### src/zynq_shell_pkg.sv
package zynq_shell_pkg;

  ////////////////////////////////////////////////////////////////////////////
  // widths and depths
  ////////////////////////////////////////////////////////////////////////////

  localparam int axil_data_width_lp  = 32;
  localparam int axil_addr_width_lp  = 10;
  localparam int pkt_words_lp        = 4;
  localparam int word_fifo_els_lp    = 8;
  localparam int word_count_width_lp = $clog2(word_fifo_els_lp + 1);
  localparam int max_credits_lp      = 4;
  localparam int credit_width_lp     = 3;
  localparam int reset_depth_lp      = 3;
  localparam int sp_words_lp         = 64;
  localparam int sp_addr_width_lp    = 6;

  ////////////////////////////////////////////////////////////////////////////
  // register map, byte offsets
  ////////////////////////////////////////////////////////////////////////////

  localparam logic [axil_addr_width_lp-1:0] csr_ctrl_addr_lp      = 10'h000;
  localparam logic [axil_addr_width_lp-1:0] csr_credits_addr_lp   = 10'h008;
  localparam logic [axil_addr_width_lp-1:0] csr_req_data_addr_lp  = 10'h010;
  localparam logic [axil_addr_width_lp-1:0] csr_rsp_data_addr_lp  = 10'h014;
  localparam logic [axil_addr_width_lp-1:0] csr_rsp_count_addr_lp = 10'h018;
  localparam logic [axil_addr_width_lp-1:0] csr_req_free_addr_lp  = 10'h01C;

  localparam logic [1:0] axil_resp_okay_lp = 2'b00;

  typedef logic [axil_data_width_lp-1:0] word_t;

  typedef enum logic [1:0] {
    op_write = 2'd0,
    op_read  = 2'd1
  } opcode_e;

  // first host word lands in opcode
  typedef struct packed {
    word_t opcode;
    word_t addr;
    word_t data;
    word_t tag;
  } ep_pkt_s;

  typedef struct packed {
    logic [axil_addr_width_lp-1:0] awaddr;
    logic                          awvalid;
    word_t                         wdata;
    logic [axil_data_width_lp/8-1:0] wstrb;
    logic                          wvalid;
    logic                          bready;
    logic [axil_addr_width_lp-1:0] araddr;
    logic                          arvalid;
    logic                          rready;
  } axil_req_s;

  typedef struct packed {
    logic       awready;
    logic       wready;
    logic [1:0] bresp;
    logic       bvalid;
    logic       arready;
    word_t      rdata;
    logic [1:0] rresp;
    logic       rvalid;
  } axil_rsp_s;

endpackage
### src/axil_csr_slave.sv
`timescale 1ns/1ps

module axil_csr_slave
  ( input  logic                                         aclk
  , input  logic                                         rst_i
  , input  zynq_shell_pkg::axil_req_s                    axil_req_i
  , output zynq_shell_pkg::axil_rsp_s                    axil_rsp_o
  , output logic                                         sys_reset_o
  , output zynq_shell_pkg::word_t                        req_word_o
  , output logic                                         req_word_v_o
  , input  logic                                         req_word_yumi_i
  , input  zynq_shell_pkg::word_t                        rsp_word_i
  , input  logic                                         rsp_word_v_i
  , output logic                                         rsp_word_ready_o
  , input  logic [zynq_shell_pkg::credit_width_lp-1:0]   credits_used_i
  );

  import zynq_shell_pkg::*;

  logic                            wr_hs;
  logic                            wr_en;
  logic                            rd_hs;
  logic                            bvalid_r;
  logic                            rvalid_r;
  word_t                           rdata_r;
  word_t                           rdata_n;
  logic                            run_r;
  logic [reset_depth_lp-1:0]       reset_chain_r;

  logic                            req_push;
  logic                            req_fifo_ready;
  logic [word_count_width_lp-1:0]  req_count;
  logic                            rsp_pop;
  word_t                           rsp_fifo_data;
  logic                            rsp_fifo_v;
  logic [word_count_width_lp-1:0]  rsp_count;

  ////////////////////////////////////////////////////////////////////////////
  // write channel
  ////////////////////////////////////////////////////////////////////////////

  // address and data taken together, one outstanding response
  assign wr_hs = axil_req_i.awvalid & axil_req_i.wvalid & ~bvalid_r;
  assign wr_en = wr_hs & (|axil_req_i.wstrb);

  always_ff @(posedge aclk)
  begin
    if (rst_i)
    begin
      bvalid_r <= 1'b0;
    end
    else if (wr_hs)
    begin
      bvalid_r <= 1'b1;
    end
    else if (axil_req_i.bready)
    begin
      bvalid_r <= 1'b0;
    end
  end

  always_ff @(posedge aclk)
  begin
    if (rst_i)
    begin
      run_r <= 1'b0;
    end
    else if (wr_en && axil_req_i.wstrb[0] && axil_req_i.awaddr == csr_ctrl_addr_lp)
    begin
      run_r <= axil_req_i.wdata[0];
    end
  end

  // a full window drops the word
  assign req_push = wr_en & req_fifo_ready & (axil_req_i.awaddr == csr_req_data_addr_lp);

  ////////////////////////////////////////////////////////////////////////////
  // read channel
  ////////////////////////////////////////////////////////////////////////////

  assign rd_hs   = axil_req_i.arvalid & ~rvalid_r;
  assign rsp_pop = rd_hs & rsp_fifo_v & (axil_req_i.araddr == csr_rsp_data_addr_lp);

  always_comb
  begin
    rdata_n = '0;
    case (axil_req_i.araddr)
      csr_ctrl_addr_lp:      rdata_n = word_t'(run_r);
      csr_credits_addr_lp:   rdata_n = word_t'(credits_used_i);
      csr_rsp_data_addr_lp:  rdata_n = rsp_fifo_v ? rsp_fifo_data : '0;
      csr_rsp_count_addr_lp: rdata_n = word_t'(rsp_count);
      csr_req_free_addr_lp:  rdata_n = word_t'(word_fifo_els_lp) - word_t'(req_count);
      default:               rdata_n = '0;
    endcase
  end

  always_ff @(posedge aclk)
  begin
    if (rst_i)
    begin
      rvalid_r <= 1'b0;
    end
    else if (rd_hs)
    begin
      rvalid_r <= 1'b1;
    end
    else if (axil_req_i.rready)
    begin
      rvalid_r <= 1'b0;
    end
  end

  always_ff @(posedge aclk)
  begin
    if (rd_hs)
    begin
      rdata_r <= rdata_n;
    end
  end

  assign axil_rsp_o.awready = wr_hs;
  assign axil_rsp_o.wready  = wr_hs;
  assign axil_rsp_o.bresp   = axil_resp_okay_lp;
  assign axil_rsp_o.bvalid  = bvalid_r;
  assign axil_rsp_o.arready = ~rvalid_r;
  assign axil_rsp_o.rdata   = rdata_r;
  assign axil_rsp_o.rresp   = axil_resp_okay_lp;
  assign axil_rsp_o.rvalid  = rvalid_r;

  ////////////////////////////////////////////////////////////////////////////
  // system reset, held while run is low
  ////////////////////////////////////////////////////////////////////////////

  always_ff @(posedge aclk)
  begin
    if (rst_i)
    begin
      reset_chain_r <= '1;
    end
    else
    begin
      reset_chain_r <= {reset_chain_r[reset_depth_lp-2:0], ~run_r};
    end
  end

  assign sys_reset_o = reset_chain_r[reset_depth_lp-1];

  // word windows live on rst_i only
  host_fifo #(.data_t(word_t), .els_p(word_fifo_els_lp)) i_req_fifo
    ( .aclk    (aclk)
    , .rst_i   (rst_i)
    , .data_i  (axil_req_i.wdata)
    , .v_i     (req_push)
    , .ready_o (req_fifo_ready)
    , .data_o  (req_word_o)
    , .v_o     (req_word_v_o)
    , .yumi_i  (req_word_yumi_i)
    , .count_o (req_count)
    );

  host_fifo #(.data_t(word_t), .els_p(word_fifo_els_lp)) i_rsp_fifo
    ( .aclk    (aclk)
    , .rst_i   (rst_i)
    , .data_i  (rsp_word_i)
    , .v_i     (rsp_word_v_i)
    , .ready_o (rsp_word_ready_o)
    , .data_o  (rsp_fifo_data)
    , .v_o     (rsp_fifo_v)
    , .yumi_i  (rsp_pop)
    , .count_o (rsp_count)
    );

endmodule

### src/host_fifo.sv
`timescale 1ns/1ps

module host_fifo
  #(parameter type data_t = zynq_shell_pkg::word_t
  , parameter int els_p   = zynq_shell_pkg::word_fifo_els_lp
  )
  ( input  logic                         aclk
  , input  logic                         rst_i
  , input  data_t                        data_i
  , input  logic                         v_i
  , output logic                         ready_o
  , output data_t                        data_o
  , output logic                         v_o
  , input  logic                         yumi_i
  , output logic [$clog2(els_p+1)-1:0]   count_o
  );

  data_t                        mem_r [els_p];
  logic [$clog2(els_p)-1:0]     wr_ptr_r;
  logic [$clog2(els_p)-1:0]     rd_ptr_r;
  logic [$clog2(els_p+1)-1:0]   count_r;
  logic                         push;
  logic                         pop;

  assign ready_o = (count_r != ($clog2(els_p+1))'(els_p));
  assign v_o     = (count_r != '0);
  assign data_o  = mem_r[rd_ptr_r];
  assign count_o = count_r;

  // full drops the push, empty ignores yumi
  assign push = v_i & ready_o;
  assign pop  = yumi_i & v_o;

  always_ff @(posedge aclk)
  begin
    if (push)
    begin
      mem_r[wr_ptr_r] <= data_i;
    end
  end

  always_ff @(posedge aclk)
  begin
    if (rst_i)
    begin
      wr_ptr_r <= '0;
      rd_ptr_r <= '0;
      count_r  <= '0;
    end
    else
    begin
      if (push)
      begin
        wr_ptr_r <= (wr_ptr_r == ($clog2(els_p))'(els_p-1)) ? '0 : wr_ptr_r + 1'b1;
      end
      if (pop)
      begin
        rd_ptr_r <= (rd_ptr_r == ($clog2(els_p))'(els_p-1)) ? '0 : rd_ptr_r + 1'b1;
      end
      case ({push, pop})
        2'b10:   count_r <= count_r + 1'b1;
        2'b01:   count_r <= count_r - 1'b1;
        default: count_r <= count_r;
      endcase
    end
  end

endmodule

### src/host_packet_bridge.sv
`timescale 1ns/1ps

module host_packet_bridge
  ( input  logic                                         aclk
  , input  logic                                         rst_i
  , input  zynq_shell_pkg::word_t                        req_word_i
  , input  logic                                         req_word_v_i
  , output logic                                         req_word_yumi_o
  , output zynq_shell_pkg::word_t                        rsp_word_o
  , output logic                                         rsp_word_v_o
  , input  logic                                         rsp_word_ready_i
  , output zynq_shell_pkg::ep_pkt_s                      req_pkt_o
  , output logic                                         req_v_o
  , input  logic                                         credit_i
  , input  zynq_shell_pkg::ep_pkt_s                      rsp_pkt_i
  , input  logic                                         rsp_v_i
  , output logic                                         rsp_ready_o
  , output logic [zynq_shell_pkg::credit_width_lp-1:0]   credits_used_o
  );

  import zynq_shell_pkg::*;

  ep_pkt_s                         gather_pkt_r;
  logic [$clog2(pkt_words_lp)-1:0] gather_cnt_r;
  logic                            gather_full_r;
  logic                            req_send;
  logic [credit_width_lp-1:0]      credits_used_r;

  ep_pkt_s                         scatter_pkt_r;
  logic [$clog2(pkt_words_lp)-1:0] scatter_cnt_r;
  logic                            scatter_full_r;
  logic                            rsp_load;
  logic                            rsp_word_take;

  ////////////////////////////////////////////////////////////////////////////
  // gather and credited issue
  ////////////////////////////////////////////////////////////////////////////

  // words wait in the window while held in reset
  assign req_word_yumi_o = req_word_v_i & ~gather_full_r & ~rst_i;
  assign req_v_o         = gather_full_r & (credits_used_r < credit_width_lp'(max_credits_lp));
  assign req_send        = req_v_o;
  assign req_pkt_o       = gather_pkt_r;
  assign credits_used_o  = credits_used_r;

  // shift in from the bottom, oldest word ends up in opcode
  always_ff @(posedge aclk)
  begin
    if (req_word_yumi_o)
    begin
      gather_pkt_r <= {gather_pkt_r[(pkt_words_lp-1)*axil_data_width_lp-1:0], req_word_i};
    end
  end

  always_ff @(posedge aclk)
  begin
    if (rst_i)
    begin
      gather_cnt_r  <= '0;
      gather_full_r <= 1'b0;
    end
    else if (req_word_yumi_o)
    begin
      gather_cnt_r <= gather_cnt_r + 1'b1;
      if (gather_cnt_r == ($clog2(pkt_words_lp))'(pkt_words_lp-1))
      begin
        gather_full_r <= 1'b1;
      end
    end
    else if (req_send)
    begin
      gather_full_r <= 1'b0;
    end
  end

  always_ff @(posedge aclk)
  begin
    if (rst_i)
    begin
      credits_used_r <= '0;
    end
    else
    begin
      case ({req_send, credit_i})
        2'b10:   credits_used_r <= credits_used_r + 1'b1;
        2'b01:   credits_used_r <= credits_used_r - 1'b1;
        default: credits_used_r <= credits_used_r;
      endcase
    end
  end

  ////////////////////////////////////////////////////////////////////////////
  // scatter
  ////////////////////////////////////////////////////////////////////////////

  assign rsp_ready_o   = ~scatter_full_r;
  assign rsp_load      = rsp_v_i & rsp_ready_o;
  assign rsp_word_v_o  = scatter_full_r;
  assign rsp_word_take = rsp_word_v_o & rsp_word_ready_i;

  always_ff @(posedge aclk)
  begin
    if (rsp_load)
    begin
      scatter_pkt_r <= rsp_pkt_i;
    end
  end

  always_ff @(posedge aclk)
  begin
    if (rst_i)
    begin
      scatter_cnt_r  <= '0;
      scatter_full_r <= 1'b0;
    end
    else if (rsp_load)
    begin
      scatter_cnt_r  <= '0;
      scatter_full_r <= 1'b1;
    end
    else if (rsp_word_take)
    begin
      scatter_cnt_r <= scatter_cnt_r + 1'b1;
      if (scatter_cnt_r == ($clog2(pkt_words_lp))'(pkt_words_lp-1))
      begin
        scatter_full_r <= 1'b0;
      end
    end
  end

  // field order matches the gather side
  always_comb
  begin
    case (scatter_cnt_r)
      2'd0:    rsp_word_o = scatter_pkt_r.opcode;
      2'd1:    rsp_word_o = scatter_pkt_r.addr;
      2'd2:    rsp_word_o = scatter_pkt_r.data;
      default: rsp_word_o = scatter_pkt_r.tag;
    endcase
  end

endmodule

### src/scratchpad_ep.sv
`timescale 1ns/1ps

module scratchpad_ep
  ( input  logic                     aclk
  , input  logic                     rst_i
  , input  zynq_shell_pkg::ep_pkt_s  req_pkt_i
  , input  logic                     req_v_i
  , output logic                     credit_o
  , output zynq_shell_pkg::ep_pkt_s  rsp_pkt_o
  , output logic                     rsp_v_o
  , input  logic                     rsp_ready_i
  );

  import zynq_shell_pkg::*;

  ep_pkt_s                      q_pkt;
  logic                         q_v;
  logic                         pop;
  logic                         is_write;
  logic [sp_addr_width_lp-1:0]  sp_addr;
  word_t                        sp_mem_r [sp_words_lp];
  ep_pkt_s                      rsp_pkt_r;
  logic                         rsp_v_r;

  // sender holds a credit per entry, so the queue never overflows
  host_fifo #(.data_t(ep_pkt_s), .els_p(max_credits_lp)) i_req_queue
    ( .aclk    (aclk)
    , .rst_i   (rst_i)
    , .data_i  (req_pkt_i)
    , .v_i     (req_v_i)
    , .ready_o ()
    , .data_o  (q_pkt)
    , .v_o     (q_v)
    , .yumi_i  (pop)
    , .count_o ()
    );

  assign pop      = q_v & (~rsp_v_r | rsp_ready_i);
  assign credit_o = pop;
  assign is_write = (opcode_e'(q_pkt.opcode[1:0]) == op_write);
  assign sp_addr  = q_pkt.addr[sp_addr_width_lp-1:0];

  always_ff @(posedge aclk)
  begin
    if (rst_i)
    begin
      for (int i = 0; i < sp_words_lp; i++)
      begin
        sp_mem_r[i] <= '0;
      end
    end
    else if (pop && is_write)
    begin
      sp_mem_r[sp_addr] <= q_pkt.data;
    end
  end

  // read returns stored word, write echoes
  always_ff @(posedge aclk)
  begin
    if (pop)
    begin
      rsp_pkt_r      <= q_pkt;
      rsp_pkt_r.data <= is_write ? q_pkt.data : sp_mem_r[sp_addr];
    end
  end

  always_ff @(posedge aclk)
  begin
    if (rst_i)
    begin
      rsp_v_r <= 1'b0;
    end
    else if (pop)
    begin
      rsp_v_r <= 1'b1;
    end
    else if (rsp_ready_i)
    begin
      rsp_v_r <= 1'b0;
    end
  end

  assign rsp_pkt_o = rsp_pkt_r;
  assign rsp_v_o   = rsp_v_r;

endmodule

### src/zynq_host_top.sv
`timescale 1ns/1ps

module zynq_host_top
  ( input  logic                       aclk
  , input  logic                       rst_i
  , input  zynq_shell_pkg::axil_req_s  axil_req_i
  , output zynq_shell_pkg::axil_rsp_s  axil_rsp_o
  );

  import zynq_shell_pkg::*;

  logic                        sys_reset;
  word_t                       req_word;
  logic                        req_word_v;
  logic                        req_word_yumi;
  word_t                       rsp_word;
  logic                        rsp_word_v;
  logic                        rsp_word_ready;
  logic [credit_width_lp-1:0]  credits_used;
  ep_pkt_s                     req_pkt;
  logic                        req_v;
  logic                        credit;
  ep_pkt_s                     rsp_pkt;
  logic                        rsp_v;
  logic                        rsp_ready;

  axil_csr_slave i_axil_csr_slave
    ( .aclk             (aclk)
    , .rst_i            (rst_i)
    , .axil_req_i       (axil_req_i)
    , .axil_rsp_o       (axil_rsp_o)
    , .sys_reset_o      (sys_reset)
    , .req_word_o       (req_word)
    , .req_word_v_o     (req_word_v)
    , .req_word_yumi_i  (req_word_yumi)
    , .rsp_word_i       (rsp_word)
    , .rsp_word_v_i     (rsp_word_v)
    , .rsp_word_ready_o (rsp_word_ready)
    , .credits_used_i   (credits_used)
    );

  host_packet_bridge i_host_packet_bridge
    ( .aclk             (aclk)
    , .rst_i            (sys_reset)
    , .req_word_i       (req_word)
    , .req_word_v_i     (req_word_v)
    , .req_word_yumi_o  (req_word_yumi)
    , .rsp_word_o       (rsp_word)
    , .rsp_word_v_o     (rsp_word_v)
    , .rsp_word_ready_i (rsp_word_ready)
    , .req_pkt_o        (req_pkt)
    , .req_v_o          (req_v)
    , .credit_i         (credit)
    , .rsp_pkt_i        (rsp_pkt)
    , .rsp_v_i          (rsp_v)
    , .rsp_ready_o      (rsp_ready)
    , .credits_used_o   (credits_used)
    );

  scratchpad_ep i_scratchpad_ep
    ( .aclk        (aclk)
    , .rst_i       (sys_reset)
    , .req_pkt_i   (req_pkt)
    , .req_v_i     (req_v)
    , .credit_o    (credit)
    , .rsp_pkt_o   (rsp_pkt)
    , .rsp_v_o     (rsp_v)
    , .rsp_ready_i (rsp_ready)
    );

endmodule

### config.mk
export PLATFORM = sky130hd
export DESIGN_NAME = zynq_host_top
export DESIGN_NICKNAME = d
export VERILOG_FILES = /design/src/zynq_shell_pkg.sv /design/src/axil_csr_slave.sv /design/src/host_fifo.sv /design/src/host_packet_bridge.sv /design/src/scratchpad_ep.sv /design/src/zynq_host_top.sv
export SDC_FILE = /design/constraint.sdc
export NUM_CORES = 2
export LEC_CHECK = 0
export ABC_AREA = 1
export BUFFER_PORTS_ARGS = -buffer_cell sky130_fd_sc_hd__clkbuf_2
export CORE_MARGIN = 5
export CORE_UTILIZATION = 50
export DETAILED_ROUTE_END_ITERATION = 10
export HOLD_SLACK_MARGIN = 0.02
export PLACE_DENSITY = 0.68
export SETUP_SLACK_MARGIN = 0.5
export SLEW_MARGIN = 20
export SYNTH_ARGS = -nofsm -noshare
export SYNTH_HDL_FRONTEND = slang
export SYNTH_HIERARCHICAL = 1
export SYNTH_SLANG_ARGS = --single-unit
### constraint.sdc
create_clock -name aclk -period 10.4 [get_ports aclk]
set_clock_uncertainty 0.15 [all_clocks]
set_input_delay 1.04 -clock aclk [delete_from_list [all_inputs] [get_ports aclk]]
set_output_delay 1.04 -clock aclk [all_outputs]
set_load 0.1 [all_outputs]
# Word level (Yosys, flattened, before mapping)
# Memory sizes are Yosys's and may differ from the RTL's. A register that Yosys moved wholly into a read port is not among the register bits.
# Cells that the tools add are included.
# classes
add_sub_neg,17
magnitude_cmp,1
n_eq_ne,28
n_mux,44
bitwise_logic,27
reduce_logical,24
# op_table
op,n
$pmux W32 S5,1
$mux W32,3
$pmux W32 S3,1
$eq A10 B5 Y1 const B,4
$reduce_or A32 Y1,1
$mux W1,24
$logic_not A10 Y1,2
$and A1 B1 Y1,19
$add A3 B1 Y3 const B,6
$eq A2 B2 Y1 const B,9
$mux W3,6
$reduce_bool A2 Y1,9
$pmux W4 S2,2
$eq A3 B3 Y1 const B,4
$pmux W3 S2,2
$eq A10 B4 Y1 const B,1
$eq A2 B1 Y1 const B,5
$add A2 B1 Y2 const B,4
$add A4 B1 Y4 const B,2
$mux W2,4
$ne A4 B4 Y1 const B,2
$reduce_bool A4 Y1,2
$sub A4 B1 Y4 const B,2
$not A1 Y1,7
13 further kinds,19
# word_totals
ff_bits,427
ram_bits,3072
elab_cells,176
memories,4
# memory_table
memory,words,width,rd,rd_clocked_by_memory_dff,write_ports,line_no,text
i_scratchpad_ep.sp_mem_r,64,32,1,0,64,scratchpad_ep.sv:21,word_t sp_mem_r [sp_words_lp];
i_scratchpad_ep.i_req_queue.mem_r,4,128,1,1,1,host_fifo.sv:18,data_t mem_r [els_p];
i_axil_csr_slave.i_req_fifo.mem_r,8,32,1,1,1,host_fifo.sv:18,
i_axil_csr_slave.i_rsp_fifo.mem_r,8,32,1,1,1,host_fifo.sv:18,

# Longest topological paths before layout
# depth
word_depth,9
depth_mapped,22
ltp_nobuf,18

# Cells and area by module
# The synthesis kept the hierarchy.
# modules_own_cells
module,n_inst,cells_per_inst,area_each_um2,seq_area_each_um2
scratchpad_ep,1,11219,99748.2,65362.7
host_fifo at i_scratchpad_ep.i_req_queue,1,1308,19845.3,15554.9
host_fifo at i_axil_csr_slave.i_req_fifo,1,813,10645.2,7947.6
host_fifo at i_axil_csr_slave.i_rsp_fifo,1,812,10641.5,7947.6
host_packet_bridge,1,499,9009.9,7867.5
axil_csr_slave,1,206,1905.6,1081.0

# Worst setup path before layout
# No wires, ideal clock.
# synth_timing
kind,register to register
from,"register i_scratchpad_ep.i_req_queue.count_r[2], in the netlist i_scratchpad_ep/i_req_queue/count_o[2]"
to,"memory i_scratchpad_ep/sp_mem_r[0][0] in the netlist's numbering, enable pin"
t_arrival_ns,10.937
setup_slack_ns,-1.077
path_stages_with_launch,10
period_less_slack_ns,11.477
cell_sequence,dfxtp_1 inv_1 nand2_1 inv_1 a21oi_1 nand3_2 nor4_4 nand2_1 buf_2 nand2_1
# synth_lines
item,line_no,text
"start, declared",host_fifo.sv:21,logic [$clog2(els_p+1)-1:0] count_r;
"start signal, assigned",host_fifo.sv:61,2'b10: count_r <= count_r + 1'b1;
"start signal, assigned",host_fifo.sv:62,2'b01: count_r <= count_r - 1'b1;
"start signal, assigned",host_fifo.sv:63,default: count_r <= count_r;
"end, declared",scratchpad_ep.sv:21,

==> run metrics <==
status=complete, no violations; Area contributors post-synth=edfxtp_1 (69%), nand2_1 (15%), nor2_1 (6.7%), clkbuf_1 (1.8%), o21ai_0 (1.2%); Slew @ Worst Pin=1270 ps; CP Buf/Inv Count=6; Pins Over Slew Limit=0; Arrival @ worst endpoint=7220 ps; count of hold buffers inserted by post-cts repair=0; Power Density=168 mW/mm^2; clock period minus final worst setup slack=6790 ps; largest net degree at the start of global routing=180; Worst Hold Launch=i_axil_csr_slave/reset_chain_r[0]; fraction of layout cells with a size suffix above 1=7.26%; Starting Density=50.2%; Sink Count=3539; Max Buffers Root-to-Sink=4; worst rel slew slack=15.0%; first-pass GRT wire length=649000 um; vias in the first global route=98.9k; synth cell count leaders=nand2_1 (6245), edfxtp_1 (3488), nor2_1 (2710); Die ar.=0.315 mm^2; most common cell type on the critical path=buf_4; Setup CP Type=reg2reg; Synth Area per Inst=10.2 um^2; Root Buffer Master=clkbuf_16; wire per inst=23.6 um; GR Overflow Total=0; DR DRC count=0; Seq cells post-synth=3539; top cell type's share of synthesized area=69.0%; CTS H-tree depth=5; predominant post-synthesis flop cell=edfxtp_1; register area share after synthesis=69.7%; iteration-0 DRC count of the detailed router=15.0k; Syn. warnings=6; Pleak=71.3 nW; port bufs=99; initial antenna violation count=21; Unique masters post-synth=50; cell taking the most area after synthesis=edfxtp_1; non-filler cells, final=18.8k; Post-synth EDFFs=3488; CTS tree=yes; Fmax achieved=147 MHz; most frequent cell after synthesis=nand2_1; Crit Path Max Fanout=86; Syn Std Cell Area=0.152 mm^2; post-placement worst setup slack=3710 ps; DP Wirelength=253000 um; nets@finish=14.6k; Final Wtd Congestion=0.902; floorplan row count=202; Antenna Nets Post-Route=0; io pins=104; startpoint types=register; Die Ht=561 um; die width=561 um; CP endpoint kind=register; Tcrit/Tclk final=65.3%; routed vias=106k; WL final=444000 um; cell family with most CP delay=buffers and inverters; Cells after Synth=14.9k; worst hold path class=reg2reg; TritonRoute pass-1 iters=7; CP max stage cell=nor2_1; clock transition at the registers of the reported paths=60 ps; critical path, cell by cell=inv_8 -> buf_4 -> nor2_1 -> o22ai_4 -> inv_8 -> nor2_1 -> inv_1 -> nor3_4 -> nand2_1 -> buf_4 -> nand2_1 -> buf_4; # setup viols final=0; worst endpoint required time=10830 ps; R2R Setup Slk=3610 ps; Synth async-reset ratio=0%; CTS Buf Count=366; RSZ-0062 raised after global routing=no; GRT Resource Usage Total=27.4%; clk_lat worst skew=920 ps; maxcap violations=0; cell total after placement=18.1k; post-CTS setup repair buffer count=0; CORE AREA=0.303 mm^2; vias per cell=5.64; # resized after CTS=0; Slowest Stage Delay on Critical Path=860 ps; setup TNS=0 ps; Hold Violations, Final=0; maximum vdd drop=0.171 mV; Area growth syn-to-layout=9.91%; setup slack after layout=3610 ps
-- final timing paths --
path / endpoint / depth (start not counted)
max: i_scratchpad_ep/sp_mem_r[37][31] / 12
min: i_axil_csr_slave/reset_chain_r[1] / 1
min reg2reg: i_axil_csr_slave/reset_chain_r[1] / 1
max reg2reg: i_scratchpad_ep/sp_mem_r[37][31] / 12
-- per-stage QoR --
stage	hold WS [ps]	utilization, %	total power [mW]	area, um^2
floorplan	228	-	15.8	152000
global placement	241	51.4	15.8	155000
detailed placement	243	51.4	15.9	155000
CTS	202	55.1	28.2	167000
global route	243	55.1	28.8	167000
finish	257	55.1	28.1	167000
-- area by class of cell --
type	count	area, um^2
multi-input combinational	10100	41100
antenna	29	72.6
sequential	3539	106000
tap	3978	4980
fill	25200	136000
inverter	195	835
timing repair buffer	375	2820
clock inverter	180	1570
clock buffer	461	9660
-- power by group --
group          leakage [nW]  switching [mW]  internal [mW]  total (mW)
Clock                  5.47            5.40           7.12        12.5
Sequential             38.7         0.00237           15.4        15.4
Combinational          27.2          0.0876         0.0149       0.103
-- cells in the final DEF, fill, tap and decap left out, types with 71 or more instances in the layout --
master,netlist,layout
nand2_1,6245,6228
edfxtp_1,3488,3488
nor2_1,2710,2688
o21ai_0,377,377
clkbuf_16,0,371
buf_4,35,255
o21ai_1,158,158
inv_1,188,151
o22ai_1,152,149
clkbuf_2,10,99
clkinv_1,0,91
clkbuf_1,728,86
nand3_1,71,71
-- state kept, by name (all words and copies together), names as in the netlist, 32 cells and up, named ones only --
register,cells
i_axil_csr_slave/rdata_r,32
i_host_packet_bridge/scatter_pkt_r,128
i_scratchpad_ep/sp_mem_r,2048
i_host_packet_bridge/req_pkt_o,128
i_axil_csr_slave/i_rsp_fifo/mem_r,256
i_scratchpad_ep/rsp_pkt_o,128
i_axil_csr_slave/i_req_fifo/mem_r,256
i_scratchpad_ep/i_req_queue/mem_r,512
-- per-layer routing --
layer	part of all wire [%]	track usage [%]	vias up
li1	-	-	48000
met1	38	37.4	51000
met2	45	41.9	6193
met3	12	6.41	1040
met4	5.3	12.6	12
met5	0.016	0	-
-- logic make-up (layout without fill, tap and decap cells) --
kind of cell	Yosys count	after routing	share of synthesized area [%]
compound gates	841	841	3.14
xor+xnor	8	8	0.0462
fa+ha+maj	29	29	0.249
buf+inv	1257	1211	3.63
flops	3539	3539	69.7
mux	64	64	0.422
other cells	1	33	0.00247
simple gates	9118	9118	22.8
Note: power is estimated with default switching activity, not from simulation.
